**config.mk**
```make
export PLATFORM = sky130hd
export DESIGN_NAME = tsc_pipeline_top
export DESIGN_NICKNAME = d
export VERILOG_FILES = /design/src/rtl/tsc_pkg.sv /design/src/rtl/tsc_regfile.sv /design/src/rtl/tsc_decode.sv /design/src/rtl/tsc_execute.sv /design/src/rtl/tsc_result.sv /design/src/rtl/tsc_pipeline_top.sv
export VERILOG_INCLUDE_DIRS = /design/src /design/src/rtl
export SDC_FILE = /design/constraint.sdc
export NUM_CORES = 1
export LEC_CHECK = 0
export BUFFER_PORTS_ARGS = -buffer_cell sky130_fd_sc_hd__buf_2
export CAP_MARGIN = 20
export CORE_MARGIN = 2
export CORE_UTILIZATION = 43
export DETAILED_ROUTE_END_ITERATION = 12
export GPL_ROUTABILITY_DRIVEN = 1
export SYNTH_ARGS = -nofsm -noshare
export SYNTH_HDL_FRONTEND = slang
export SYNTH_SLANG_ARGS = --single-unit
```
**constraint.sdc**
```tcl
create_clock -name clk -period 5.1 [get_ports clk]
set_input_delay 0.255 -clock clk [delete_from_list [all_inputs] [get_ports clk]]
set_output_delay 0.255 -clock clk [all_outputs]
set_load 0.02 [all_outputs]
```
**src/rtl/tsc_defines.svh**
```systemverilog
`ifndef TSC_DEFINES_SVH
`define TSC_DEFINES_SVH

// data and instruction width
`define TSC_WORD_SIZE 16

// architectural registers
`define TSC_NUM_REGS 4

// width of a register index
`define TSC_REG_BITS 2

`endif

```
**src/rtl/tsc_pkg.sv**
```systemverilog
`include "tsc_defines.svh"

package tsc_pkg;

	typedef enum logic [3:0] {
		OP_ADI   = 4'd4,
		OP_ORI   = 4'd5,
		OP_LHI   = 4'd6,
		OP_RTYPE = 4'd15
	} opcode_e;

	typedef enum logic [5:0] {
		FN_ADD = 6'd0,
		FN_SUB = 6'd1,
		FN_AND = 6'd2,
		FN_ORR = 6'd3,
		FN_NOT = 6'd4,
		FN_TCP = 6'd5,
		FN_SHL = 6'd6,
		FN_SHR = 6'd7,
		FN_WWD = 6'd28
	} funct_e;

	typedef struct packed {
		opcode_e                  opcode;
		logic [`TSC_REG_BITS-1:0] rs;
		logic [`TSC_REG_BITS-1:0] rt;
		logic [`TSC_REG_BITS-1:0] rd;
		funct_e                   funct;
	} instr_r_s;

	typedef struct packed {
		opcode_e                  opcode;
		logic [`TSC_REG_BITS-1:0] rs;
		logic [`TSC_REG_BITS-1:0] rt;
		logic [7:0]               imm;
	} instr_i_s;

	// same 16-bit word, read as R-type or I-type by opcode
	typedef union packed {
		instr_r_s r;
		instr_i_s i;
	} instr_u;

	typedef enum logic [3:0] {
		ALU_ADD,
		ALU_SUB,
		ALU_AND,
		ALU_OR,
		ALU_NOT,
		ALU_TCP,
		ALU_SHL,
		ALU_SHR,
		ALU_PASS_A,
		ALU_PASS_B
	} alu_op_e;

	typedef enum logic [1:0] {
		KIND_REG_WRITE = 2'd0,
		KIND_OUTPUT    = 2'd1,
		KIND_ILLEGAL   = 2'd2
	} result_kind_e;

	typedef struct packed {
		alu_op_e                   alu_op;
		logic [`TSC_WORD_SIZE-1:0] a;
		logic [`TSC_WORD_SIZE-1:0] b;
		logic [`TSC_REG_BITS-1:0]  dest;
		result_kind_e              kind;
	} exec_op_s;

	typedef struct packed {
		result_kind_e              kind;
		logic [`TSC_REG_BITS-1:0]  dest;
		logic [`TSC_WORD_SIZE-1:0] value;
	} result_s;

endpackage

```
**src/rtl/tsc_regfile.sv**
```systemverilog
`timescale 1ns/1ps
`include "tsc_defines.svh"

module tsc_regfile (
	input  logic                      clk,
	input  logic                      rst_n,
	input  logic [`TSC_REG_BITS-1:0]  rd_idx_a,
	input  logic [`TSC_REG_BITS-1:0]  rd_idx_b,
	output logic [`TSC_WORD_SIZE-1:0] rd_data_a,
	output logic [`TSC_WORD_SIZE-1:0] rd_data_b,
	input  logic                      wr_en,
	input  logic [`TSC_REG_BITS-1:0]  wr_idx,
	input  logic [`TSC_WORD_SIZE-1:0] wr_data
);

	logic [`TSC_WORD_SIZE-1:0] regs [`TSC_NUM_REGS];

	always_ff @(posedge clk) begin
		if (!rst_n) begin
			for (int i = 0; i < `TSC_NUM_REGS; i++) begin
				regs[i] <= '0;
			end
		end else if (wr_en) begin
			regs[wr_idx] <= wr_data;
		end
	end

	// reads are combinational, a same-cycle write is not bypassed
	assign rd_data_a = regs[rd_idx_a];
	assign rd_data_b = regs[rd_idx_b];

	a_wr_idx_range: assert property (
		@(posedge clk) disable iff (!rst_n)
		wr_en |-> (!$isunknown(wr_idx) && (wr_idx < `TSC_NUM_REGS))
	);

endmodule

```
**src/rtl/tsc_decode.sv**
```systemverilog
`timescale 1ns/1ps
`include "tsc_defines.svh"

module tsc_decode (
	input  logic                      clk,
	input  logic                      rst_n,
	input  tsc_pkg::instr_u           instr,
	input  logic                      instr_valid,
	output logic                      instr_ready,
	output logic [`TSC_REG_BITS-1:0]  rf_rd_idx_a,
	output logic [`TSC_REG_BITS-1:0]  rf_rd_idx_b,
	input  logic [`TSC_WORD_SIZE-1:0] rf_rd_data_a,
	input  logic [`TSC_WORD_SIZE-1:0] rf_rd_data_b,
	input  logic [`TSC_REG_BITS-1:0]  pend_exe_dest,
	input  tsc_pkg::result_kind_e     pend_exe_kind,
	input  logic                      pend_exe_valid,
	input  logic [`TSC_REG_BITS-1:0]  pend_res_dest,
	input  tsc_pkg::result_kind_e     pend_res_kind,
	input  logic                      pend_res_valid,
	output tsc_pkg::exec_op_s         dec_op,
	output logic                      dec_valid,
	input  logic                      exe_ready
);

	import tsc_pkg::*;

	alu_op_e                   alu_op;
	result_kind_e              kind;
	logic [`TSC_REG_BITS-1:0]  dest;
	logic [`TSC_WORD_SIZE-1:0] imm_val;
	logic                      use_a;
	logic                      use_b;
	logic                      use_imm;
	logic                      dec_wr;
	logic                      exe_wr;
	logic                      res_wr;
	logic                      hazard;
	logic                      load;
	exec_op_s                  next_op;

	assign rf_rd_idx_a = instr.r.rs;
	assign rf_rd_idx_b = instr.r.rt;

	always_comb begin
		alu_op  = ALU_PASS_A;
		kind    = KIND_ILLEGAL;
		dest    = '0;
		imm_val = '0;
		use_a   = 1'b0;
		use_b   = 1'b0;
		use_imm = 1'b0;
		case (instr.r.opcode)
			OP_RTYPE: begin
				kind  = KIND_REG_WRITE;
				dest  = instr.r.rd;
				use_a = 1'b1;
				case (instr.r.funct)
					FN_ADD: begin
						alu_op = ALU_ADD;
						use_b  = 1'b1;
					end
					FN_SUB: begin
						alu_op = ALU_SUB;
						use_b  = 1'b1;
					end
					FN_AND: begin
						alu_op = ALU_AND;
						use_b  = 1'b1;
					end
					FN_ORR: begin
						alu_op = ALU_OR;
						use_b  = 1'b1;
					end
					FN_NOT: alu_op = ALU_NOT;
					FN_TCP: alu_op = ALU_TCP;
					FN_SHL: alu_op = ALU_SHL;
					FN_SHR: alu_op = ALU_SHR;
					FN_WWD: begin
						// rs goes out as the record value
						kind = KIND_OUTPUT;
						dest = '0;
					end
					default: begin
						kind  = KIND_ILLEGAL;
						dest  = '0;
						use_a = 1'b0;
					end
				endcase
			end
			OP_ADI: begin
				alu_op  = ALU_ADD;
				kind    = KIND_REG_WRITE;
				dest    = instr.i.rt;
				use_a   = 1'b1;
				use_imm = 1'b1;
				imm_val = {{(`TSC_WORD_SIZE-8){instr.i.imm[7]}}, instr.i.imm};
			end
			OP_ORI: begin
				alu_op  = ALU_OR;
				kind    = KIND_REG_WRITE;
				dest    = instr.i.rt;
				use_a   = 1'b1;
				use_imm = 1'b1;
				imm_val = {{(`TSC_WORD_SIZE-8){1'b0}}, instr.i.imm};
			end
			OP_LHI: begin
				alu_op  = ALU_PASS_B;
				kind    = KIND_REG_WRITE;
				dest    = instr.i.rt;
				use_imm = 1'b1;
				imm_val = {instr.i.imm, {(`TSC_WORD_SIZE-8){1'b0}}};
			end
			default: ;
		endcase
	end

	// unused operands are zeroed, so an illegal record carries value 0
	assign next_op.alu_op = alu_op;
	assign next_op.a      = use_a ? rf_rd_data_a : '0;
	assign next_op.b      = use_imm ? imm_val : (use_b ? rf_rd_data_b : '0);
	assign next_op.dest   = dest;
	assign next_op.kind   = kind;

	// any register write still held downstream blocks a matching source
	assign dec_wr = dec_valid && (dec_op.kind == KIND_REG_WRITE);
	assign exe_wr = pend_exe_valid && (pend_exe_kind == KIND_REG_WRITE);
	assign res_wr = pend_res_valid && (pend_res_kind == KIND_REG_WRITE);

	assign hazard =
		(use_a && ((dec_wr && dec_op.dest == instr.r.rs) ||
			(exe_wr && pend_exe_dest == instr.r.rs) ||
			(res_wr && pend_res_dest == instr.r.rs))) ||
		(use_b && ((dec_wr && dec_op.dest == instr.r.rt) ||
			(exe_wr && pend_exe_dest == instr.r.rt) ||
			(res_wr && pend_res_dest == instr.r.rt)));

	assign load        = !dec_valid || exe_ready;
	assign instr_ready = load && !hazard;

	always_ff @(posedge clk) begin
		if (!rst_n) begin
			dec_valid <= 1'b0;
		end else if (load) begin
			dec_valid <= instr_valid && !hazard;
		end
	end

	always_ff @(posedge clk) begin
		if (instr_valid && instr_ready) begin
			dec_op <= next_op;
		end
	end

	a_dec_op_hold: assert property (
		@(posedge clk) disable iff (!rst_n)
		(dec_valid && !exe_ready) |=> (dec_valid && $stable(dec_op))
	);

endmodule

```
**src/rtl/tsc_execute.sv**
```systemverilog
`timescale 1ns/1ps
`include "tsc_defines.svh"

module tsc_execute (
	input  logic                     clk,
	input  logic                     rst_n,
	input  tsc_pkg::exec_op_s        dec_op,
	input  logic                     dec_valid,
	output logic                     exe_ready,
	output tsc_pkg::result_s         exe_res,
	output logic                     exe_valid,
	input  logic                     res_ready,
	output logic [`TSC_REG_BITS-1:0] pend_exe_dest,
	output tsc_pkg::result_kind_e    pend_exe_kind,
	output logic                     pend_exe_valid
);

	import tsc_pkg::*;

	logic [`TSC_WORD_SIZE-1:0] alu_value;
	result_s                   next_res;

	// all arithmetic wraps at word width
	always_comb begin
		case (dec_op.alu_op)
			ALU_ADD:    alu_value = dec_op.a + dec_op.b;
			ALU_SUB:    alu_value = dec_op.a - dec_op.b;
			ALU_AND:    alu_value = dec_op.a & dec_op.b;
			ALU_OR:     alu_value = dec_op.a | dec_op.b;
			ALU_NOT:    alu_value = ~dec_op.a;
			ALU_TCP:    alu_value = ~dec_op.a + 1'b1;
			ALU_SHL:    alu_value = {dec_op.a[`TSC_WORD_SIZE-2:0], 1'b0};
			// arithmetic shift keeps the sign bit
			ALU_SHR:    alu_value = {dec_op.a[`TSC_WORD_SIZE-1], dec_op.a[`TSC_WORD_SIZE-1:1]};
			ALU_PASS_A: alu_value = dec_op.a;
			ALU_PASS_B: alu_value = dec_op.b;
			default:    alu_value = '0;
		endcase
	end

	assign next_res.kind  = dec_op.kind;
	assign next_res.dest  = dec_op.dest;
	assign next_res.value = alu_value;

	assign exe_ready = !exe_valid || res_ready;

	always_ff @(posedge clk) begin
		if (!rst_n) begin
			exe_valid <= 1'b0;
		end else if (exe_ready) begin
			exe_valid <= dec_valid;
		end
	end

	always_ff @(posedge clk) begin
		if (dec_valid && exe_ready) begin
			exe_res <= next_res;
		end
	end

	// held record seen by the decode hazard check
	assign pend_exe_dest  = exe_res.dest;
	assign pend_exe_kind  = exe_res.kind;
	assign pend_exe_valid = exe_valid;

endmodule

```
**src/rtl/tsc_result.sv**
```systemverilog
`timescale 1ns/1ps
`include "tsc_defines.svh"

module tsc_result (
	input  logic                      clk,
	input  logic                      rst_n,
	input  tsc_pkg::result_s          exe_res,
	input  logic                      exe_valid,
	output logic                      res_ready,
	output tsc_pkg::result_s          result,
	output logic                      result_valid,
	input  logic                      result_ready,
	output logic [`TSC_REG_BITS-1:0]  pend_dest,
	output tsc_pkg::result_kind_e     pend_kind,
	output logic                      pend_valid,
	output logic                      rf_wr_en,
	output logic [`TSC_REG_BITS-1:0]  rf_wr_idx,
	output logic [`TSC_WORD_SIZE-1:0] rf_wr_data,
	output logic [`TSC_WORD_SIZE-1:0] retired_count
);

	import tsc_pkg::*;

	logic accept;

	assign res_ready = !result_valid || result_ready;
	assign accept    = result_valid && result_ready;

	always_ff @(posedge clk) begin
		if (!rst_n) begin
			result_valid <= 1'b0;
		end else if (res_ready) begin
			result_valid <= exe_valid;
		end
	end

	always_ff @(posedge clk) begin
		if (exe_valid && res_ready) begin
			result <= exe_res;
		end
	end

	always_ff @(posedge clk) begin
		if (!rst_n) begin
			retired_count <= '0;
		end else if (accept) begin
			retired_count <= retired_count + 1'b1;
		end
	end

	// register write lands on the same edge the record leaves
	assign rf_wr_en   = accept && (result.kind == KIND_REG_WRITE);
	assign rf_wr_idx  = result.dest;
	assign rf_wr_data = result.value;

	assign pend_dest  = result.dest;
	assign pend_kind  = result.kind;
	assign pend_valid = result_valid;

	a_retired_monotonic: assert property (
		@(posedge clk) disable iff (!rst_n)
		(retired_count == $past(retired_count)) ||
		(retired_count == $past(retired_count) + 16'd1)
	);

endmodule

```
**src/rtl/tsc_pipeline_top.sv**
```systemverilog
`timescale 1ns/1ps
`include "tsc_defines.svh"

module tsc_pipeline_top (
	input  logic                      clk,
	input  logic                      rst_n,
	input  tsc_pkg::instr_u           instr,
	input  logic                      instr_valid,
	output logic                      instr_ready,
	output tsc_pkg::result_s          result,
	output logic                      result_valid,
	input  logic                      result_ready,
	output logic [`TSC_WORD_SIZE-1:0] retired_count
);

	import tsc_pkg::*;

	exec_op_s                  dec_op;
	logic                      dec_valid;
	logic                      exe_ready;
	result_s                   exe_res;
	logic                      exe_valid;
	logic                      res_ready;
	logic [`TSC_REG_BITS-1:0]  pend_exe_dest;
	result_kind_e              pend_exe_kind;
	logic                      pend_exe_valid;
	logic [`TSC_REG_BITS-1:0]  pend_res_dest;
	result_kind_e              pend_res_kind;
	logic                      pend_res_valid;
	logic [`TSC_REG_BITS-1:0]  rf_rd_idx_a;
	logic [`TSC_REG_BITS-1:0]  rf_rd_idx_b;
	logic [`TSC_WORD_SIZE-1:0] rf_rd_data_a;
	logic [`TSC_WORD_SIZE-1:0] rf_rd_data_b;
	logic                      rf_wr_en;
	logic [`TSC_REG_BITS-1:0]  rf_wr_idx;
	logic [`TSC_WORD_SIZE-1:0] rf_wr_data;

	tsc_regfile tsc_regfile_i (
		.clk       (clk),
		.rst_n     (rst_n),
		.rd_idx_a  (rf_rd_idx_a),
		.rd_idx_b  (rf_rd_idx_b),
		.rd_data_a (rf_rd_data_a),
		.rd_data_b (rf_rd_data_b),
		.wr_en     (rf_wr_en),
		.wr_idx    (rf_wr_idx),
		.wr_data   (rf_wr_data)
	);

	tsc_decode tsc_decode_i (
		.clk            (clk),
		.rst_n          (rst_n),
		.instr          (instr),
		.instr_valid    (instr_valid),
		.instr_ready    (instr_ready),
		.rf_rd_idx_a    (rf_rd_idx_a),
		.rf_rd_idx_b    (rf_rd_idx_b),
		.rf_rd_data_a   (rf_rd_data_a),
		.rf_rd_data_b   (rf_rd_data_b),
		.pend_exe_dest  (pend_exe_dest),
		.pend_exe_kind  (pend_exe_kind),
		.pend_exe_valid (pend_exe_valid),
		.pend_res_dest  (pend_res_dest),
		.pend_res_kind  (pend_res_kind),
		.pend_res_valid (pend_res_valid),
		.dec_op         (dec_op),
		.dec_valid      (dec_valid),
		.exe_ready      (exe_ready)
	);

	tsc_execute tsc_execute_i (
		.clk            (clk),
		.rst_n          (rst_n),
		.dec_op         (dec_op),
		.dec_valid      (dec_valid),
		.exe_ready      (exe_ready),
		.exe_res        (exe_res),
		.exe_valid      (exe_valid),
		.res_ready      (res_ready),
		.pend_exe_dest  (pend_exe_dest),
		.pend_exe_kind  (pend_exe_kind),
		.pend_exe_valid (pend_exe_valid)
	);

	tsc_result tsc_result_i (
		.clk           (clk),
		.rst_n         (rst_n),
		.exe_res       (exe_res),
		.exe_valid     (exe_valid),
		.res_ready     (res_ready),
		.result        (result),
		.result_valid  (result_valid),
		.result_ready  (result_ready),
		.pend_dest     (pend_res_dest),
		.pend_kind     (pend_res_kind),
		.pend_valid    (pend_res_valid),
		.rf_wr_en      (rf_wr_en),
		.rf_wr_idx     (rf_wr_idx),
		.rf_wr_data    (rf_wr_data),
		.retired_count (retired_count)
	);

endmodule

```
==> flow_summary_export.csv, run 1 <==
group,metric,value,unit
sta,slew_headroom,31.5,%
drt,drt_iter0_markers,618,
cells_and_area,syn_to_final_growth,11.7,%
cells_and_area,num-fill-cells,1881,
cells_and_area,nNetsFinal,860,
floorplanning,io_pins,58,
clock_tree,clk_pin_slew_worst_paths,70,ps
pwr,power.leakage,3.64,nW
pwr,p_clk_share,38.8,%
pwr,p_int,2.34,mW
sta,fin_skew,12.3,ps
logic_synthesis,ys_async_sr_fraction,0,%
sta,period_minus_slack,3860,ps
floorplanning,fp.dieW,151,um
floorplanning,die_area,22700,um^2
global_route,grt_pass1_wl,37700,um
worst_setup_path,critPathBufInv,0,
pwr,p_comb_share,11.2,%
worst_setup_path,reg2reg_from,"tsc_decode_i.dec_op[37]",
cells_and_area,fin_util,49.0,%
logic_synthesis,syn_avg_cell_area,12.0,um^2
clock_tree,cts_root_buf,"clkbuf_16",
global_route,track_usage,22.3,%
floorplanning,core.rowCount,53,
global_route,grt_overflow_total,0,
drt,vias,6675,
drt,drt.antenna.violating_nets,0,
global_route,first_global_vias,6494,
clock_tree,cts_sinks,163,
worst_setup_path,slowest_delay,720,ps
clock_tree,cts-resized-gates,0,
pwr,seq_power_share,50.0,%
sta,finalMaxSlewViolations,0,
logic_synthesis,synth_nets,813,
clock_tree,clock_latency,420,ps
floorplanning,initial_core_util,43.9,%
cells_and_area,multi_input_area,4330,um^2
worst_setup_path,worstPathCellList,"or3_2, nor2_2, nor2_1, xnor2_1, ha_1, and2_1, nor2b_1, a211oi_1, a21oi_1, or4_1, nand3_1",
logic_synthesis,syn_inst,772,
worst_setup_path,worstSetupEndpointType,"register",
floorplanning,die_h,151,um
pwr,p_sw,0.804,mW
worst_setup_path,cp_slowest_cell,"or3_2",
sta,finalHoldViolations,0,
clock_tree,cts_max_level,4,
worst_setup_path,cpLargestDelayFamily,"simple AND/OR/NAND/NOR gates",
worst_setup_path,crit_type,"register to register",
place,pre_cts_ws,1320,ps
worst_setup_path,worstPathMaxFanout,19,
pwr,ir_worst_vdd,0.000233,V
drt,vias_per_cell,6.03,
global_route,grt_max_degree,41,
logic_synthesis,ys_seq_area_share,50.9,%
pwr,switching_share,25.6,%
logic_synthesis,synth_edf_count,144,
worst_setup_path,arrival,4140,ps
job,drv_cap,0,
run_status,outcome,"complete, no violations",
logic_synthesis,yosys_warnings,0,
sta,setup_viol,0,
logic_synthesis,synthesis.area,9250,um^2
drt,wire_per_inst,22.0,um
sta,worst_slack,1240,ps
cells_and_area,antennaDiodeCount,0,
clock_tree,cts_tree,"done",
drt,drtPass1Iterations,5,
sta,fmax,259,MHz
sta,min_period_over_period,75.6,%
cells_and_area,layout.area.seq,4700,um^2
cells_and_area,drive_gt1_share,17.9,%
clock_tree,cts_made_buffers,17,
clock_tree,postCtsHoldBufs,0,
clock_tree,max-clock-path-buffers,2,
drt,totalWireLength,24400,um
floorplanning,core_area,21100,um^2
sta,worst_slew_pin_slew,1020,ps
global_route,antenna_found_initial,1,
place,dp_hpwl,17400,um
sta,tns,0,ps
clock_tree,postCtsSetupBuffers,0,
place,port_buffers,57,
logic_synthesis,synth_cell_type_count,68,
sta,rsz0062_at_grt,"false",
drt,drcViolationCount,0,
worst_setup_path,cp-startpoint,"tsc_decode_i.dec_op[37]",
worst_setup_path,start_kind,"register",
worst_hold_path,hold_class,"input pin to register",
worst_hold_path,hp-start,"instr_valid",
logic_synthesis,ys_seq_elements,163,
place,gp_congestion,0.906,
logic_synthesis,synth-main-ff-cell,"edfxtp_1",
worst_setup_path,critPathRequiredTime,5390,ps
pwr,powerDensity,304,nW/um^2
routing by layer:
layer  share of wire [%]  wire [um]  global-route usage (%)
met5                   0          0                       0
met1                  44      10800                    32.0
met4                 1.9        460                    7.01
met3                 6.5       1590                    3.70
met2                  47      11500                    34.8
layout by cell type (no fill, tap or decap), types with 11 or more instances in the layout:
cell         n
mux4_2      32
nor2b_1     25
xnor2_1     45
o211ai_1    13
edfxtp_1   144
a22o_1      11
and2_1      81
nor2_1      36
nor3_1      13
nand3_1     16
nand2_1     41
dfxtp_1     19
ha_1        20
nand2b_1    11
clkbuf_16   17
a21oi_1     38
o21ai_0     31
buf_2       57
a221o_1     14
flip-flops by register name, indices dropped and copies added (netlist names):
register                     cells
tsc_execute_i.exe_res           16
tsc_result_i.pend_valid          1
tsc_execute_i.pend_exe_kind      2
tsc_decode_i.dec_valid           1
tsc_result_i.rf_wr_data         16
tsc_execute_i.pend_exe_dest      2
tsc_execute_i.exe_valid          1
tsc_result_i.pend_dest           2
tsc_result_i.retired_count      16
tsc_decode_i.dec_op             40
tsc_result_i.pend_kind           2
tsc_regfile_i.regs              64
synthesized netlist by cell type (3+ instances only):
cell type,n,share of area (%)
edfxtp_1,144,47
and2_1,81,5.5
xnor2_1,45,4.3
nand2_1,41,1.7
a21oi_1,38,2.1
nor2_1,36,1.5
mux4_2,32,7.8
o21ai_0,31,1.7
nor2b_1,26,1.8
clkbuf_1,21,0.85
ha_1,20,2.7
dfxtp_1,19,4.1
nand3_1,16,0.87
a221o_1,14,1.5
nor3_1,13,0.70
o211ai_1,13,1.1
a22o_1,11,1.0
nand2b_1,11,0.74
and3_1,10,0.68
buf_2,10,0.54
inv_1,10,0.41
xor2_1,10,0.95
nand4_1,9,0.61
a31oi_1,8,0.54
a222oi_1,7,0.76
a22oi_1,7,0.57
nor3b_1,7,0.57
or3_1,6,0.41
a21boi_0,5,0.41
nand3b_1,4,0.32
o21a_1,4,0.32
a211oi_1,3,0.24
a21o_1,3,0.24
a221oi_1,3,0.28
a32oi_1,3,0.28
nor4b_2,3,0.49
o221ai_1,3,0.28
o31ai_1,3,0.24
through the flow:
step | instances | power, mW | hold slack, ps | instance area, um^2
2_1_floorplan | 772 | 1.83 | 395 | 9250
3_3_place_gp | 1074 | 1.94 | 408 | 9760
4_1_cts | 1106 | 3.16 | 86.8 | 10300
5_1_grt | 1107 | 3.25 | 130 | 10300
6_report | 1107 | 3.14 | 111 | 10300
3_5_place_dp | 1074 | 1.94 | 405 | 9760
worst paths after layout:
| check | endpoint | slack (ps) | cells after the start |
|---|---|---|---|
| worst max-delay path | tsc_execute_i.exe_res[15] | 1240 | 11 |
| worst min-delay path | tsc_decode_i.dec_valid | 110 | 3 |
| worst max register to register | tsc_execute_i.exe_res[15] | 1240 | 11 |
| worst min register to register | tsc_result_i.rf_wr_data[1] | 420 | 0 |
kinds of logic (layout without fill, tap and decap cells):
logic type               Yosys count  count (layout)  synth area share [%]
AO/OA/AOI/OAI                    169             169                  12.8
XOR/XNOR                          55              55                  5.21
adder cells (fa/ha/maj)           22              22                  3.03
buffers and inverters             48             108                  2.45
flip-flops                       163             163                  50.9
multiplexers                      33              33                  7.90
AND/OR/NAND/NOR                  282             282                  17.8
worst min-delay path, delay by kind of cell:
| family | cells | cell delay, ps |
|---|---|---|
| AOI/OAI and AO/OA | 1 | 60 |
| buffers and inverters | 1 | 110 |
| and+or+nand+nor | 1 | 50 |
cell type report:
class                   instances  area share (%)
multi-input cells             561            41.9
clock inverters                13            1.26
clock buffers                  19            4.19
inverters                      10           0.363
repair buffers                 66            3.45
flip-flops and latches        163            45.5
well taps                     275            3.33
power by group through the flow:
stage / sequential (mW) / combinational, mW / clock [mW]
3_5_place_dp: 1.59 / 0.347 / 0
4_1_cts: 1.57 / 0.349 / 1.24
3_3_place_gp: 1.59 / 0.343 / 0
2_1_floorplan: 1.57 / 0.257 / 0
5_1_grt: 1.58 / 0.383 / 1.29
6_report: 1.57 / 0.351 / 1.22
Note: power is estimated with default switching activity, not from simulation.
==> run 2, diff against run 1 <==
Clock period 5.1 ns to 3.86 ns, I/O delays scaled along.
==> run 2 against run 1 <==
Worst setup slack worse by 840 ps. Worst hold slack lost 66 ps. Core utilization is 0.60 points higher. Total power increased by 36%. Critical path type unchanged.
==> flow_summary_export.csv, run 2 (same netlist as run 1, synthesis figures left out) <==
group,metric,value,unit
sta,finalHoldViolations,0,
drt,vias_per_cell,6.00,
worst_setup_path,slowest_delay,480,ps
clock_tree,cts_tree,"done",
worst_setup_path,cp_slowest_cell,"edfxtp_1",
worst_setup_path,worstPathMaxFanout,7,
sta,period_minus_slack,3460,ps
worst_hold_path,hold_class,"input pin to register",
run_status,outcome,"complete, no violations",
worst_setup_path,worstSetupEndpointType,"register",
drt,drtPass1Iterations,5,
cells_and_area,antennaDiodeCount,0,
worst_setup_path,arrival,3740,ps
sta,slew_headroom,32.9,%
sta,worst_slew_pin_slew,1010,ps
sta,finalMaxSlewViolations,0,
sta,rsz0062_at_grt,"false",
drt,vias,6703,
cells_and_area,largest_reg_flops,64,
drt,totalWireLength,25600,um
clock_tree,max-clock-path-buffers,2,
drt,drcViolationCount,0,
clock_tree,cts_sinks,163,
worst_setup_path,cpLargestDelayFamily,"simple AND/OR/NAND/NOR gates",
pwr,ir_worst_vdd,0.000267,V
cells_and_area,layout.area.seq,4700,um^2
worst_setup_path,crit_top_cell,"ha_1",
floorplanning,initial_core_util,43.9,%
floorplanning,die_h,151,um
clock_tree,cts_max_level,4,
global_route,first_global_vias,6802,
cells_and_area,nNetsFinal,871,
clock_tree,cts-resized-gates,0,
worst_setup_path,critPathBufInv,1,
worst_setup_path,crit_type,"register to register",
worst_setup_path,worstPathCellList,"inv_1, ha_1, nand3b_1, nor3_1, nor2_1, xnor2_1, ha_1, and2_1, nor2b_1, a211oi_1, a21oi_1, or4_1, nand3_1",
floorplanning,fp.dieW,151,um
sta,min_period_over_period,89.6,%
global_route,grt_max_degree,41,
global_route,grt_overflow_total,0,
global_route,track_usage,23.6,%
floorplanning,core.rowCount,53,
worst_setup_path,start_kind,"register",
cells_and_area,reg.largest.list,"tsc_regfile_i.regs x64, tsc_decode_i.dec_op x40",
global_route,antenna_found_initial,0,
global_route,grt_pass1_wl,39700,um
clock_tree,cts_root_buf,"clkbuf_16",
drt,wire_per_inst,22.9,um
job,drv_cap,0,
clock_tree,postCtsSetupBuffers,0,
drt,top_layer,"met4",
cells_and_area,drive_gt1_share,19.3,%
sta,whs,44.9,ps
sta,fin_skew,25.1,ps
place,port_buffers,57,
sta,tns,0,ps
drt,wl_met2,12000,um
cells_and_area,num-fill-cells,1879,
pwr,power.leakage,3.73,nW
drt,drt.antenna.violating_nets,0,
floorplanning,die_area,22700,um^2
clock_tree,clock_latency,430,ps
clock_tree,cts_made_buffers,17,
floorplanning,core_area,21100,um^2
sta,fmax,289,MHz
place,dp_hpwl,18100,um
drt,wl_met3,1310,um
drt,drt_iter0_markers,700,
cells_and_area,syn_to_final_growth,13.1,%
drt,drt-met1-wl,11700,um
floorplanning,io_pins,58,
clock_tree,postCtsHoldBufs,0,
cells_and_area,final_common_cell,"edfxtp_1",
sta,setup_viol,0,
cells_and_area,regMostFlops,"tsc_regfile_i.regs",
pwr,powerDensity,409,nW/um^2
clock_tree,clk_pin_slew_worst_paths,70,ps
worst_setup_path,critPathRequiredTime,4140,ps
cells_and_area,final_cell_mix,"edfxtp_1, and2_1, buf_2",
cells_and_area,multi_input_area,4340,um^2
place,gp_congestion,0.920,
## run 2: changes by cell type in the layout (fill, tap and decap cells not counted), sizes merged
cell	before	now
clkinv	5	4
clkbuf	19	17
clkinvlp	4	1
buf	66	77
inv	13	19
## run 2: final timing paths
path | from | endpoint | slack, ps | cells past startpoint
worst max-delay path | tsc_decode_i.dec_op[4] | tsc_execute_i.exe_res[15] | 400 | 13
worst min-delay path | instr_valid | tsc_decode_i.dec_valid | 40 | 3
worst max register to register | tsc_decode_i.dec_op[4] | tsc_execute_i.exe_res[15] | 400 | 13
worst min register to register | tsc_execute_i.exe_res[2] | tsc_result_i.rf_wr_data[2] | 420 | 0
## run 2: cell type report
type,instances,share of cell area [%]
clock inverters,15,1.71
clock buffers,17,4.07
inverters,10,0.359
repair buffers,77,4.16
well taps,275,3.29
flip-flops and latches,163,45.0
multi-input cells,561,41.5
## run 2: per-stage QoR
stage | setup slack, ps | util, % | cell area, um^2 | std cells | power [mW]
global route | 189 | 49.6 | 10500 | 1118 | 4.42
CTS | 410 | 49.6 | 10500 | 1118 | 4.30
global placement | 489 | 46.8 | 9860 | 1086 | 2.57
floorplan | 516 | - | 9260 | 772 | 2.42
detailed placement | 429 | 46.8 | 9860 | 1086 | 2.57
finish | 402 | 49.6 | 10500 | 1118 | 4.28
## run 2: layer usage
metal,GRT usage [%],vias to the layer above
met5,0,-
met1,33.8,3376
met3,3.24,32
met4,7.57,0
li1,-,3088
met2,37.4,207
## run 2: worst min-delay path, stage by stage
cell	delay [ps]
buf_2	110
nand2_1	50
o21ai_0	60
## run 2: where the power goes
part           switching (mW)  internal, mW
Clock                   0.804         0.932
Sequential             0.0727          1.99
Combinational           0.276         0.201
Total                    1.15          3.12
==> run 3, diff against run 2 <==
Settings changed: CTS_BUF_LIST set to sky130_fd_sc_hd__clkbuf_2.
==> run 3 against run 2 <==
Wire length is 0.45% higher. Die area unchanged. Clock skew rose by 51 ps. Global-route usage about the same. Flip-flop and latch count is the same. Clock power down 43%. Worst hold slack improved by 140 ps. Sequential share of layout area rose by 0.64 points. Combinational power up 3%. Critical path depth unchanged. First-iteration DRC count shrank 11%. Highest routed layer unchanged. Via count rose by 1.4%.
==> flow_summary_export.csv, run 3 (same netlist as run 1, synthesis figures left out) <==
group,metric,value,unit
run_status,outcome,"complete, no violations",
worst_setup_path,critPathRequiredTime,4460,ps
floorplanning,fp.dieW,151,um
place,pre_cts_ws,429,ps
global_route,first_global_vias,6848,
floorplanning,die_h,151,um
drt,drcViolationCount,0,
floorplanning,core.rowCount,53,
drt,drt_iter0_markers,622,
place,placedCellCount,1086,
worst_hold_path,hold_class,"input pin to register",
place,port_buffers,57,
clock_tree,postCtsHoldBufs,19,
worst_setup_path,slowest_delay,530,ps
clock_tree,max-clock-path-buffers,2,
global_route,grt_max_degree,41,
worst_setup_path,timing.rr.end,"tsc_execute_i.exe_res[15]",
sta,period_minus_slack,3480,ps
clock_tree,cts_sinks,163,
pwr,powerDensity,345,nW/um^2
cells_and_area,final_cell_mix,"edfxtp_1, and2_1, buf_2",
worst_setup_path,reg2reg_from,"tsc_decode_i.dec_op[4]",
global_route,antenna_found_initial,1,
worst_setup_path,start_kind,"register",
drt,totalWireLength,25700,um
cells_and_area,reg.largest.list,"tsc_regfile_i.regs x64, tsc_decode_i.dec_op x40",
clock_tree,postCtsSetupBuffers,0,
place,dpl_cell_area,9860,um^2
global_route,grt_overflow_total,0,
worst_hold_path,hp-start,"instr[9]",
worst_hold_path,min_to,"tsc_decode_i.dec_op[3]",
cells_and_area,layout.area.seq,4700,um^2
floorplanning,io_pins,58,
worst_setup_path,crit_type,"register to register",
clock_tree,cts_tree,"done",
worst_setup_path,crit_top_cell,"ha_1",
sta,finalHoldViolations,0,
sta,rsz0062_at_grt,"false",
sta,whs,183,ps
sta,min_period_over_period,90.1,%
global_route,track_usage,23.6,%
clock_tree,cts_root_buf,"clkbuf_2",
cells_and_area,regMostFlops,"tsc_regfile_i.regs",
sta,tns,0,ps
worst_setup_path,rrSetupSlack,380,ps
cells_and_area,syn_to_final_growth,11.5,%
sta,setup_viol,0,
worst_setup_path,cp_slowest_cell,"edfxtp_1",
drt,drt.antenna.violating_nets,0,
cells_and_area,final_common_cell,"edfxtp_1",
sta,worst_slack,384,ps
place,gp_congestion,0.920,
pwr,p_total,3.56,mW
sta,fin_skew,76.3,ps
place,dp_hpwl,18100,um
worst_setup_path,worstPathMaxFanout,7,
worst_hold_path,hold_depth,2,
clock_tree,cts_max_level,4,
job,drv_cap,0,
clock_tree,cts-resized-gates,0,
sta,finalMaxSlewViolations,0,
drt,wire_per_inst,22.6,um
cells_and_area,nNetsFinal,890,
worst_setup_path,worstPathCellList,"inv_1, ha_1, nand3b_1, nor3_1, nor2_1, xnor2_1, ha_1, and2_1, nor2b_1, a211oi_1, a21oi_1, or4_1, nand3_1",
cells_and_area,multi_input_area,4340,um^2
drt,vias_per_cell,5.97,
clock_tree,cts_made_buffers,17,
worst_setup_path,rr_worst_depth,13,
clock_tree,clock_latency,760,ps
cells_and_area,largest_reg_flops,64,
cells_and_area,num-fill-cells,1899,
sta,worst_slew_pin_slew,988,ps
pwr,ir_worst_vdd,0.000183,V
sta,fmax,288,MHz
worst_setup_path,worstSetupEndpointType,"register",
drt,drtPass1Iterations,5,
worst_setup_path,arrival,4080,ps
sta,slew_headroom,34.1,%
clock_tree,clk_pin_slew_worst_paths,260,ps
drt,vias,6794,
cells_and_area,drive_gt1_share,18.9,%
global_route,grt_pass1_wl,39700,um
cells_and_area,fin_area,10300,um^2
cells_and_area,fin_cells,1138,
pwr,power.leakage,3.67,nW
cells_and_area,fin_util,48.9,%
floorplanning,core_area,21100,um^2
floorplanning,initial_core_util,43.9,%
floorplanning,die_area,22700,um^2
==> run 3: area by class of cell <==
type	count	share of cell area, %
sequential	163	45.6
multi-input combinational	561	42.0
timing repair buffer	96	6.06
tap	275	3.34
clock inverter	15	1.73
clock buffer	17	0.825
inverter	10	0.364
antenna	1	0.0243
==> run 3: worst max-delay path by stage <==
stage | from | cells after the start | slack [ps] | endpoint
6_report | tsc_decode_i.dec_op[4] | 13 | 380 | tsc_execute_i.exe_res[15]
5_1_grt | tsc_decode_i.dec_op[4] | 13 | 180 | tsc_execute_i.exe_res[15]
4_1_cts | tsc_decode_i.dec_op[11] | 11 | 400 | tsc_execute_i.exe_res[15]
3_5_place_dp | tsc_decode_i.dec_op[4] | 13 | 430 | tsc_execute_i.exe_res[15]
3_3_place_gp | tsc_decode_i.dec_op[4] | 13 | 490 | tsc_execute_i.exe_res[15]
2_1_floorplan | tsc_result_i.pend_dest[0] | 7 | 520 | tsc_decode_i.dec_op[0]
==> run 3: where the power goes <==
part	total (mW)	leakage (nW)	switching (mW)	internal, mW
sequential	2.06	1.59	0.0723	1.99
clock	1.00	0.155	0.722	0.279
combinational	0.491	1.92	0.279	0.213
==> run 3: worst max-delay path, delay by kind of cell (launching register included) <==
kind | cells | cell delay, ps
buffers and inverters | 1 | 150
AND/OR/NAND/NOR | 7 | 1530
adder cells (fa/ha/maj) | 2 | 590
XOR/XNOR | 1 | 140
AO/OA/AOI/OAI | 2 | 460
flip-flops | 1 | 530
==> run 3: layer usage <==
| metal | vias up | wire (um) | GRT usage, % |
|---|---|---|---|
| met4 | 0 | 509 | 6.96 |
| met1 | 3410 | 11400 | 33.4 |
| met3 | 35 | 1720 | 4.12 |
| met5 | - | 0 | 0 |
| met2 | 233 | 12100 | 37.6 |
| li1 | 3116 | - | - |
